`config.mk`:
```
export PLATFORM = sky130hd
export DESIGN_NAME = vdma_s2mm
export DESIGN_NICKNAME = d
export VERILOG_FILES = /design/src/vdma_pkg.sv /design/src/fifo2mm.sv /design/src/pixel_fifo.sv /design/src/s2mm.sv /design/src/vdma_s2mm.sv
export SDC_FILE = /design/constraint.sdc
export NUM_CORES = 1
export LEC_CHECK = 0
export ABC_AREA = 1
export BUFFER_PORTS_ARGS = -buffer_cell sky130_fd_sc_hd__buf_2
export CELL_PAD_IN_SITES_DETAIL_PLACEMENT = 0
export CELL_PAD_IN_SITES_GLOBAL_PLACEMENT = 1
export CORE_ASPECT_RATIO = 0.9
export CORE_MARGIN = 8
export CORE_UTILIZATION = 40
export DETAILED_ROUTE_END_ITERATION = 7
export PLACE_DENSITY = 0.71
export SYNTH_ARGS = -nofsm -noshare
export SYNTH_HDL_FRONTEND = slang
export SYNTH_SLANG_ARGS = --single-unit
export TNS_END_PERCENT = 30
```
`constraint.sdc`:
```
create_clock -name clk -period 9.5 [get_ports clk]
set_input_delay 1.425 -clock clk [delete_from_list [all_inputs] [get_ports clk]]
set_output_delay 1.425 -clock clk [all_outputs]
set_load 0.005 [all_outputs]
```
`src/vdma_pkg.sv`:
```
`default_nettype none

package vdma_pkg;

	////////////////////////////////////////////////////////////////////////////
	// Bus geometry
	////////////////////////////////////////////////////////////////////////////

	localparam int PIXEL_WIDTH     = 8;
	localparam int ADDR_WIDTH      = 32;
	localparam int DATA_WIDTH      = 32;
	localparam int PIXELS_PER_WORD = 4;
	// Address step of one beat
	localparam int BYTES_PER_WORD  = 4;

	////////////////////////////////////////////////////////////////////////////
	// Payload types
	////////////////////////////////////////////////////////////////////////////

	// One FIFO entry, stream flags travel with the pixel
	typedef struct packed {
		logic                   last;
		logic                   user;
		logic [PIXEL_WIDTH-1:0] data;
	} pix_entry_t;

	// Entry 0 is the oldest pixel of the word
	typedef pix_entry_t [PIXELS_PER_WORD-1:0] fifo_word_t;

	// Write address payload, burst type and id are fixed
	typedef struct packed {
		logic [ADDR_WIDTH-1:0] addr;
		logic [7:0]            len;
		logic [2:0]            size;
	} axi_aw_t;

	// Write data payload
	typedef struct packed {
		logic [DATA_WIDTH-1:0]   data;
		logic [DATA_WIDTH/8-1:0] strb;
		logic                    last;
	} axi_w_t;

endpackage

`default_nettype wire

```
`src/fifo2mm.sv`:
```
`timescale 1ns/1ps
`default_nettype none

module fifo2mm
	import vdma_pkg::*;
#(
	parameter int BURST_LEN = 16,
	parameter int IMG_WBITS = 12,
	parameter int IMG_HBITS = 12
) (
	input  wire                   clk,
	input  wire                   rst_n,
	input  wire                   soft_resetn,
	output logic                  resetting,

	input  wire  [IMG_WBITS-1:0]  img_width,
	input  wire  [IMG_HBITS-1:0]  img_height,
	input  wire  [ADDR_WIDTH-1:0] base_addr,
	output logic                  sof_pulse,

	// FIFO head
	input  wire                   sof,
	input  wire  [DATA_WIDTH-1:0] din,
	input  wire                   empty,
	output logic                  rd_en,
	output logic                  flush,

	// AXI4 write master
	output axi_aw_t               aw,
	output logic                  awvalid,
	input  wire                   awready,
	output axi_w_t                w,
	output logic                  wvalid,
	input  wire                   wready,
	input  wire                   bvalid,
	output logic                  bready
);

	localparam int PIX_BITS  = IMG_WBITS + IMG_HBITS;
	localparam int WCNT_BITS = PIX_BITS - 2;

	typedef enum logic [1:0] {
		ST_IDLE,
		ST_ADDR,
		ST_DATA,
		ST_RESP
	} state_t;

	state_t                state;
	logic [ADDR_WIDTH-1:0] addr_q;
	logic [WCNT_BITS-1:0]  words_left;
	logic [7:0]            beat_cnt;
	logic [7:0]            cur_len;
	logic [WCNT_BITS-1:0]  burst_words;
	logic                  last_burst;
	logic [PIX_BITS-1:0]   frame_pixels;
	logic [WCNT_BITS-1:0]  frame_words;
	logic                  frame_start;
	logic                  beat_done;

	assign frame_pixels = img_width * img_height;
	assign frame_words  = WCNT_BITS'(frame_pixels / PIXELS_PER_WORD);

	// Final burst carries whatever is left
	assign last_burst  = words_left <= WCNT_BITS'(BURST_LEN);
	assign cur_len     = last_burst ? 8'(words_left - 1'b1) : 8'(BURST_LEN - 1);
	assign burst_words = WCNT_BITS'(cur_len) + 1'b1;

	////////////////////////////////////////////////////////////////////////////
	// FIFO side
	////////////////////////////////////////////////////////////////////////////

	// Head word is inspected in place, not consumed
	assign frame_start = (state == ST_IDLE) && !empty && sof && !resetting;
	assign sof_pulse   = frame_start;
	assign beat_done   = wvalid && wready;

	// Idle drops words until a frame start shows up
	assign rd_en = ((state == ST_IDLE) && !empty && !sof && !resetting) || beat_done;
	assign flush = (state == ST_IDLE) && resetting;

	////////////////////////////////////////////////////////////////////////////
	// AXI channels
	////////////////////////////////////////////////////////////////////////////

	assign awvalid = state == ST_ADDR;
	assign wvalid  = (state == ST_DATA) && !empty;
	assign bready  = state == ST_RESP;

	always_comb begin
		aw.addr = addr_q;
		aw.len  = cur_len;
		aw.size = 3'($clog2(BYTES_PER_WORD));
		w.data  = din;
		w.strb  = '1;
		w.last  = beat_cnt == cur_len;
	end

	////////////////////////////////////////////////////////////////////////////
	// Burst FSM
	////////////////////////////////////////////////////////////////////////////

	always_ff @(posedge clk or negedge rst_n) begin
		if (!rst_n) begin
			state    <= ST_IDLE;
			beat_cnt <= '0;
		end else begin
			case (state)
				ST_IDLE: begin
					if (frame_start) begin
						state <= ST_ADDR;
					end
				end
				ST_ADDR: begin
					if (awready) begin
						state    <= ST_DATA;
						beat_cnt <= '0;
					end
				end
				ST_DATA: begin
					if (beat_done) begin
						if (w.last) begin
							state <= ST_RESP;
						end else begin
							beat_cnt <= beat_cnt + 1'b1;
						end
					end
				end
				ST_RESP: begin
					// Soft reset abandons the frame once this burst is acknowledged
					if (bvalid) begin
						state <= (last_burst || resetting) ? ST_IDLE : ST_ADDR;
					end
				end
				default: state <= ST_IDLE;
			endcase
		end
	end

	always_ff @(posedge clk or negedge rst_n) begin
		if (!rst_n) begin
			words_left <= '0;
		end else if (frame_start) begin
			words_left <= frame_words;
		end else if (bready && bvalid) begin
			words_left <= words_left - burst_words;
		end
	end

	always_ff @(posedge clk) begin
		if (frame_start) begin
			addr_q <= base_addr;
		end else if (bready && bvalid) begin
			addr_q <= addr_q + ADDR_WIDTH'(burst_words * BYTES_PER_WORD);
		end
	end

	// Drain ends only once idle with the request released
	always_ff @(posedge clk or negedge rst_n) begin
		if (!rst_n) begin
			resetting <= 1'b0;
		end else if (!soft_resetn) begin
			resetting <= 1'b1;
		end else if (state == ST_IDLE) begin
			resetting <= 1'b0;
		end
	end

	a_aw_stable: assert property (@(posedge clk) disable iff (!rst_n)
		awvalid && !awready |=> awvalid && $stable(aw))
		else $error("fifo2mm: aw changed while stalled");

	// Last beat must match the len the slave accepted
	// Len holds from the address handshake on and the beat counter stays within it
	a_wlast_len: assert property (@(posedge clk) disable iff (!rst_n)
		state == ST_DATA |-> $stable(aw.len) && (beat_cnt <= aw.len))
		else $error("fifo2mm: wlast not on beat len");

endmodule

`default_nettype wire

```
`src/pixel_fifo.sv`:
```
`timescale 1ns/1ps
`default_nettype none

module pixel_fifo
	import vdma_pkg::*;
#(
	parameter int FIFO_DEPTH = 64
) (
	input  wire             clk,
	input  wire             rst_n,
	input  wire             flush,

	input  wire             wr_en,
	input  wire pix_entry_t wr_data,
	output logic            full,

	input  wire             rd_en,
	output logic            empty,
	output fifo_word_t      rd_data
);

	localparam int PTR_BITS = $clog2(FIFO_DEPTH);
	localparam int CNT_BITS = $clog2(FIFO_DEPTH + 1);

	pix_entry_t          mem [FIFO_DEPTH];
	logic [PTR_BITS-1:0] wr_ptr;
	logic [PTR_BITS-1:0] rd_ptr;
	logic [CNT_BITS-1:0] count;
	logic                do_wr;
	logic                do_rd;

	////////////////////////////////////////////////////////////////////////////
	// Flags
	////////////////////////////////////////////////////////////////////////////

	// A whole word must be present before the head is shown
	assign empty = count < CNT_BITS'(PIXELS_PER_WORD);
	// Keep room for one word so full drops on word boundaries
	assign full  = count > CNT_BITS'(FIFO_DEPTH - PIXELS_PER_WORD);

	assign do_wr = wr_en && !full;
	assign do_rd = rd_en && !empty;

	////////////////////////////////////////////////////////////////////////////
	// Storage
	////////////////////////////////////////////////////////////////////////////

	always_ff @(posedge clk) begin
		if (do_wr) begin
			mem[wr_ptr] <= wr_data;
		end
	end

	// Read pointer is word aligned, so the four entries never wrap
	always_comb begin
		for (int i = 0; i < PIXELS_PER_WORD; i++) begin
			rd_data[i] = mem[rd_ptr + PTR_BITS'(i)];
		end
	end

	////////////////////////////////////////////////////////////////////////////
	// Pointers and occupancy
	////////////////////////////////////////////////////////////////////////////

	always_ff @(posedge clk or negedge rst_n) begin
		if (!rst_n) begin
			wr_ptr <= '0;
			rd_ptr <= '0;
			count  <= '0;
		end else if (flush) begin
			wr_ptr <= '0;
			rd_ptr <= '0;
			count  <= '0;
		end else begin
			if (do_wr) begin
				if (wr_ptr == PTR_BITS'(FIFO_DEPTH - 1)) begin
					wr_ptr <= '0;
				end else begin
					wr_ptr <= wr_ptr + 1'b1;
				end
			end
			if (do_rd) begin
				if (rd_ptr == PTR_BITS'(FIFO_DEPTH - PIXELS_PER_WORD)) begin
					rd_ptr <= '0;
				end else begin
					rd_ptr <= rd_ptr + PTR_BITS'(PIXELS_PER_WORD);
				end
			end
			case ({do_wr, do_rd})
				2'b10:   count <= count + 1'b1;
				2'b01:   count <= count - CNT_BITS'(PIXELS_PER_WORD);
				2'b11:   count <= count + 1'b1 - CNT_BITS'(PIXELS_PER_WORD);
				default: count <= count;
			endcase
		end
	end

	// Both neighbours must honour the flags
	a_no_write_full: assert property (@(posedge clk) disable iff (!rst_n)
		wr_en |-> !full)
		else $error("pixel_fifo: write while full");

	a_no_read_empty: assert property (@(posedge clk) disable iff (!rst_n)
		rd_en |-> !empty)
		else $error("pixel_fifo: read while empty");

endmodule

`default_nettype wire

```
`src/s2mm.sv`:
```
`timescale 1ns/1ps
`default_nettype none

module s2mm
	import vdma_pkg::*;
#(
	parameter int BURST_LEN = 16,
	parameter int IMG_WBITS = 12,
	parameter int IMG_HBITS = 12
) (
	input  wire                   clk,
	input  wire                   rst_n,
	input  wire                   soft_resetn,
	output logic                  resetting,
	input  wire  [IMG_WBITS-1:0]  img_width,
	input  wire  [IMG_HBITS-1:0]  img_height,
	input  wire  [ADDR_WIDTH-1:0] base_addr,
	output logic                  sof_pulse,

	// Pixel stream in
	input  wire                   s_axis_tvalid,
	input  wire [PIXEL_WIDTH-1:0] s_axis_tdata,
	input  wire                   s_axis_tuser,
	input  wire                   s_axis_tlast,
	output logic                  s_axis_tready,

	// FIFO write side
	input  wire                   full,
	output logic                  wr_en,
	output pix_entry_t            wr_data,

	// FIFO read side
	output logic                  flush,
	input  wire                   empty,
	input  wire fifo_word_t       rd_data,
	output logic                  rd_en,

	// AXI4 write master
	output axi_aw_t               aw,
	output logic                  awvalid,
	input  wire                   awready,
	output axi_w_t                w,
	output logic                  wvalid,
	input  wire                   wready,
	input  wire                   bvalid,
	output logic                  bready
);

	logic [DATA_WIDTH-1:0] pixel_data;

	////////////////////////////////////////////////////////////////////////////
	// Stream to FIFO
	////////////////////////////////////////////////////////////////////////////

	assign s_axis_tready = ~full;
	assign wr_en         = s_axis_tvalid && s_axis_tready;

	always_comb begin
		wr_data.last = s_axis_tlast;
		wr_data.user = s_axis_tuser;
		wr_data.data = s_axis_tdata;
	end

	a_tdata_hold: assert property (@(posedge clk) disable iff (!rst_n)
		s_axis_tvalid && !s_axis_tready |=> s_axis_tvalid && $stable(s_axis_tdata))
		else $error("s2mm: tdata changed while stalled");

	////////////////////////////////////////////////////////////////////////////
	// FIFO to memory
	////////////////////////////////////////////////////////////////////////////

	// Strip flags, oldest pixel lands in the low byte lane
	always_comb begin
		for (int i = 0; i < PIXELS_PER_WORD; i++) begin
			pixel_data[i*PIXEL_WIDTH +: PIXEL_WIDTH] = rd_data[i].data;
		end
	end

	fifo2mm #(
		.BURST_LEN (BURST_LEN),
		.IMG_WBITS (IMG_WBITS),
		.IMG_HBITS (IMG_HBITS)
	) u_fifo2mm (
		.clk         (clk),
		.rst_n       (rst_n),
		.soft_resetn (soft_resetn),
		.resetting   (resetting),
		.img_width   (img_width),
		.img_height  (img_height),
		.base_addr   (base_addr),
		.sof_pulse   (sof_pulse),
		.sof         (rd_data[0].user),
		.din         (pixel_data),
		.empty       (empty),
		.rd_en       (rd_en),
		.flush       (flush),
		.aw          (aw),
		.awvalid     (awvalid),
		.awready     (awready),
		.w           (w),
		.wvalid      (wvalid),
		.wready      (wready),
		.bvalid      (bvalid),
		.bready      (bready)
	);

endmodule

`default_nettype wire

```
`src/vdma_s2mm.sv`:
```
`timescale 1ns/1ps
`default_nettype none

module vdma_s2mm
	import vdma_pkg::*;
#(
	parameter int BURST_LEN  = 16,
	parameter int FIFO_DEPTH = 64,
	parameter int IMG_WBITS  = 12,
	parameter int IMG_HBITS  = 12
) (
	input  wire                   clk,
	input  wire                   rst_n,
	input  wire                   soft_resetn,
	input  wire  [IMG_WBITS-1:0]  img_width,
	input  wire  [IMG_HBITS-1:0]  img_height,
	input  wire  [ADDR_WIDTH-1:0] base_addr,

	// Pixel stream in
	input  wire                   s_axis_tvalid,
	input  wire [PIXEL_WIDTH-1:0] s_axis_tdata,
	input  wire                   s_axis_tuser,
	input  wire                   s_axis_tlast,
	output logic                  s_axis_tready,

	// AXI4 write master
	output axi_aw_t               aw,
	output logic                  awvalid,
	input  wire                   awready,
	output axi_w_t                w,
	output logic                  wvalid,
	input  wire                   wready,
	input  wire                   bvalid,
	output logic                  bready,

	output logic                  sof_pulse,
	output logic                  resetting
);

	logic       fifo_full;
	logic       fifo_wr_en;
	pix_entry_t fifo_wr_data;
	logic       fifo_flush;
	logic       fifo_empty;
	fifo_word_t fifo_rd_data;
	logic       fifo_rd_en;

	// Both sides of the pixel path, FIFO sits between them
	s2mm #(
		.BURST_LEN (BURST_LEN),
		.IMG_WBITS (IMG_WBITS),
		.IMG_HBITS (IMG_HBITS)
	) u_s2mm (
		.clk           (clk),
		.rst_n         (rst_n),
		.soft_resetn   (soft_resetn),
		.resetting     (resetting),
		.img_width     (img_width),
		.img_height    (img_height),
		.base_addr     (base_addr),
		.sof_pulse     (sof_pulse),
		.s_axis_tvalid (s_axis_tvalid),
		.s_axis_tdata  (s_axis_tdata),
		.s_axis_tuser  (s_axis_tuser),
		.s_axis_tlast  (s_axis_tlast),
		.s_axis_tready (s_axis_tready),
		.full          (fifo_full),
		.wr_en         (fifo_wr_en),
		.wr_data       (fifo_wr_data),
		.flush         (fifo_flush),
		.empty         (fifo_empty),
		.rd_data       (fifo_rd_data),
		.rd_en         (fifo_rd_en),
		.aw            (aw),
		.awvalid       (awvalid),
		.awready       (awready),
		.w             (w),
		.wvalid        (wvalid),
		.wready        (wready),
		.bvalid        (bvalid),
		.bready        (bready)
	);

	pixel_fifo #(
		.FIFO_DEPTH (FIFO_DEPTH)
	) u_fifo (
		.clk     (clk),
		.rst_n   (rst_n),
		.flush   (fifo_flush),
		.wr_en   (fifo_wr_en),
		.wr_data (fifo_wr_data),
		.full    (fifo_full),
		.rd_en   (fifo_rd_en),
		.empty   (fifo_empty),
		.rd_data (fifo_rd_data)
	);

endmodule

`default_nettype wire
```
==> impl_metrics.py <==
metrics = {
    "sta": {
        "rsz0062_at_grt": "false",
        "finalHoldViolations": 0,
        "relSlewSlack_pct": 15.9,
        "timing.fmax_mhz": 155,
        "skew_ns": 0.0575,
        "worstMarginPinSlew_ns": 1.26,
        "slew_viol_final": 0,
        "finalCritPeriodShare_pct": 67.9,
        "timing.final.crit_period_ns": 6.45,
        "setup_viol": 0,
        "fin_tns_setup_ns": 0,
    },
    "synthesis": {
        "synth_compound_area_share_pct": 10.4,
        "synth_edf_count": 560,
        "synth_ff_type": "edfxtp_1",
        "synth-seq-cells": 610,
        "yosys_warnings": 0,
        "syn-mean-instance-area_sq_um": 10.4,
        "postSynthCellCount": 3082,
        "syn-cell-area_sq_um": 32000,
        "synth_fa_ha_area_share_pct": 10.1,
        "synth_top_family_by_area": "simple AND/OR/NAND/NOR gates",
        "yosysSeqAreaShare_pct": 56.5,
        "synth_xor_area_share_pct": 1.59,
        "yosys.area_share.simple_pct": 15.7,
        "synth.distinct_cells": 46,
        "muxShareOfSynthArea_pct": 0,
        "async_reset_ff_share_pct": 8.20,
    },
    "clocking": {
        "htree_levels": 2,
        "numCtsBuffers": 61,
        "clockBufferDepth": 3,
        "holdBufCountCts": 0,
        "cts-root-buf": "clkbuf_16",
        "postCtsSetupBuffers": 0,
        "cts_sinks": 610,
        "cts_tree": "built",
        "post_cts_resize_count": 0,
        "clk_pin_slew_worst_paths_ns": 0.06,
        "insertion_delay_ns": 0.65,
    },
    "layout": {
        "layout_commonest_cell": "edfxtp_1",
        "drive_gt1_share_pct": 9.06,
        "fillers": 7416,
        "final_cell_mix": "edfxtp_1 (560), nor2_1 (497), nand2_1 (471)",
        "post-route-util_pct": 44.7,
        "num-nets-final": 3435,
        "syn_to_final_growth_pct": 11.0,
    },
    "global_routing": {
        "antenna_found_initial": 1,
        "grt_pass1_wl_um": 133000,
        "first_global_vias": 23378,
        "gr-total-overflow": 0,
        "gr-usage-all-layers_pct": 18.5,
        "grt_max_degree": 104,
    },
    "floorplanning": {
        "io_pins": 159,
        "die_w_um": 314,
        "dieArea_sq_um": 89300,
        "die_h_um": 284,
        "row_count": 98,
        "coreArea_sq_um": 79300,
        "start_util_pct": 40.3,
    },
    "drt": {
        "wire_per_inst_um": 19.9,
        "wl_um": 84800,
        "drtAntennaViolNets": 0,
        "drc": 0,
        "initialDrtViolationCount": 1794,
        "vias": 22903,
        "drt_first_pass_iters": 7,
        "vias_per_cell": 5.37,
    },
    "placement": {
        "gp_congestion": 0.840,
        "dp_hpwl_um": 53100,
        "portBuffers": 150,
    },
    "worst_setup_path": {
        "endpoint_kind": "output pin",
        "cp-start-kind": "flip-flop",
        "cp.depth": 10,
        "critPathKind": "reg2out",
        "critPathSlowestCell": "dfrtp_4",
        "crit_arrival_ns": 5.03,
        "required_ns": 8.08,
        "r2r_cells": 12,
        "cp_max_fo": 87,
        "critPathMaxStageDelay_ns": 0.77,
        "crit_buf_inv": 5,
        "path_delay_family": "buffers and inverters",
        "path_cells": "clkinv_2 -> buf_4 -> o211ai_1 -> o211ai_1 -> nand3_1 -> nand2_1 -> nand2_2 -> buf_4 -> inv_2 -> buf_2",
    },
    "power": {
        "powerDensity_nw_per_um2": 259,
        "p_leak_nw": 13.9,
        "peakVddDrop_uv": 180,
    },
    "min_path": {
        "whs_path_depth": 2,
        "hold_class": "reg2reg",
    },
    "flow_run": {
        "cap_violations": 0,
    },
    "run_status": {
        "status": "finished clean",
    },
}
-- path summary, 6_finish.rpt --
check / start / endpoint / slack (ns)
hold reg to reg: u_s2mm.u_fifo2mm.words_left[21] / u_s2mm.u_fifo2mm.words_left[21] / 0.54
min in group asynchronous: rst_n / u_s2mm.u_fifo2mm.words_left[12] / 0.93
hold / removal: u_s2mm.u_fifo2mm.words_left[21] / u_s2mm.u_fifo2mm.words_left[21] / 0.54
max in group asynchronous: rst_n / u_fifo.rd_ptr[3] / 7.98
setup / recovery: u_fifo.rd_ptr[3] / sof_pulse / 3.05
setup reg to reg: u_fifo.rd_ptr[3] / u_s2mm.u_fifo2mm.words_left[6] / 4.73
-- kinds of logic after synthesis --
group,count (synthesis)
simple gates,1202
flops,610
compound gates,544
buf+inv,469
fa+ha+maj,197
xor+xnor,58
other cells,2
-- registers in the layout, summed over array words and instances, names as in the netlist, 2 cells and up --
| name | flops |
|---|---|
| u_fifo.rd_ptr | 4 |
| u_fifo.mem | 528 |
| u_s2mm.u_fifo2mm.words_left | 22 |
| u_s2mm.u_fifo2mm.beat_cnt | 8 |
| u_fifo.count | 7 |
| u_s2mm.u_fifo2mm.addr_q | 32 |
| u_fifo.wr_ptr | 6 |
| u_s2mm.u_fifo2mm.state | 2 |
-- per-stage QoR --
stage	instances	hold slack, ns	area [sq um]	setup WS (ns)	power [W]
detailed placement	4152	0.520	33600	3.17	0.00695
finish	4264	0.542	35500	3.05	0.00920
floorplan	3088	0.476	32000	3.65	0.00583
global route	4263	0.571	35500	2.71	0.00987
global placement	4152	0.520	33600	3.17	0.00689
CTS	4263	0.536	35500	2.97	0.00930
-- synth_stat cells, types with 4 or more instances --
master | number | area share [%]
o211ai_1 | 29 | 0.68
nand4_1 | 35 | 0.68
o21bai_1 | 4 | 0.094
o221ai_1 | 85 | 2.3
buf_2 | 22 | 0.34
edfxtp_1 | 560 | 53
fa_1 | 102 | 6.4
inv_1 | 299 | 3.5
a21oi_1 | 51 | 0.80
nor3_1 | 20 | 0.31
a31oi_1 | 12 | 0.23
buf_4 | 11 | 0.26
o21ai_0 | 299 | 4.7
o311ai_0 | 28 | 0.77
clkbuf_1 | 112 | 1.3
buf_1 | 11 | 0.13
nand3_1 | 132 | 2.1
nand3b_1 | 7 | 0.16
a21o_1 | 5 | 0.12
nor2_2 | 4 | 0.078
clkinv_1 | 6 | 0.070
xnor2_1 | 25 | 0.68
nand2_1 | 473 | 5.6
dfrtp_1 | 50 | 3.9
nor2_1 | 497 | 5.8
nor4_1 | 7 | 0.14
nand2_2 | 6 | 0.12
xor2_1 | 33 | 0.90
o22ai_1 | 20 | 0.39
inv_2 | 6 | 0.070
o32ai_1 | 4 | 0.11
ha_1 | 95 | 3.7
or2_2 | 4 | 0.078
-- cell type report --
| class | instances | area [sq um] | area share (%) |
|---|---|---|---|
| antenna | 1 | 2.50 | 0.00705 |
| clock buffer | 74 | 1600 | 4.50 |
| clock inverter | 37 | 314 | 0.885 |
| inverter | 311 | 1170 | 3.31 |
| multi-input combinational | 2009 | 12100 | 34.1 |
| sequential | 610 | 18100 | 50.9 |
| tap | 1050 | 1310 | 3.70 |
| timing repair buffer | 172 | 916 | 2.58 |
-- worst register-to-register path, cell delays in order (launching register included) --
cell      delay [ns]
dfrtp_4         0.77
clkinv_2        0.74
buf_4           0.66
o211ai_1        0.36
o211ai_1        0.12
nand3_1         0.23
nand2_1         0.10
nand2_2         0.06
buf_4           0.51
nand2_2         0.38
buf_4           0.39
o21ai_0         0.20
o22ai_1         0.11
-- report_power, final --
part | switching [W] | leakage, nW | total (W) | internal (W)
logic | 0.00241 | 7.34 | 0.00360 | 0.00119
registers | 0.000153 | 5.67 | 0.00326 | 0.00310
clock network | 0.00104 | 0.924 | 0.00234 | 0.00130
total | 0.00361 | 13.9 | 0.00920 | 0.00560
-- layer usage --
| metal | GRT usage (%) | vias up | share of wire (%) |
|---|---|---|---|
| met5 | 0 | - | 0 |
| met4 | 4.58 | 0 | 2.2 |
| met3 | 2.45 | 128 | 5.2 |
| met2 | 31.8 | 647 | 49 |
| met1 | 24.8 | 11324 | 44 |
| li1 | - | 10804 | - |
(Power assumes the default switching activity.)
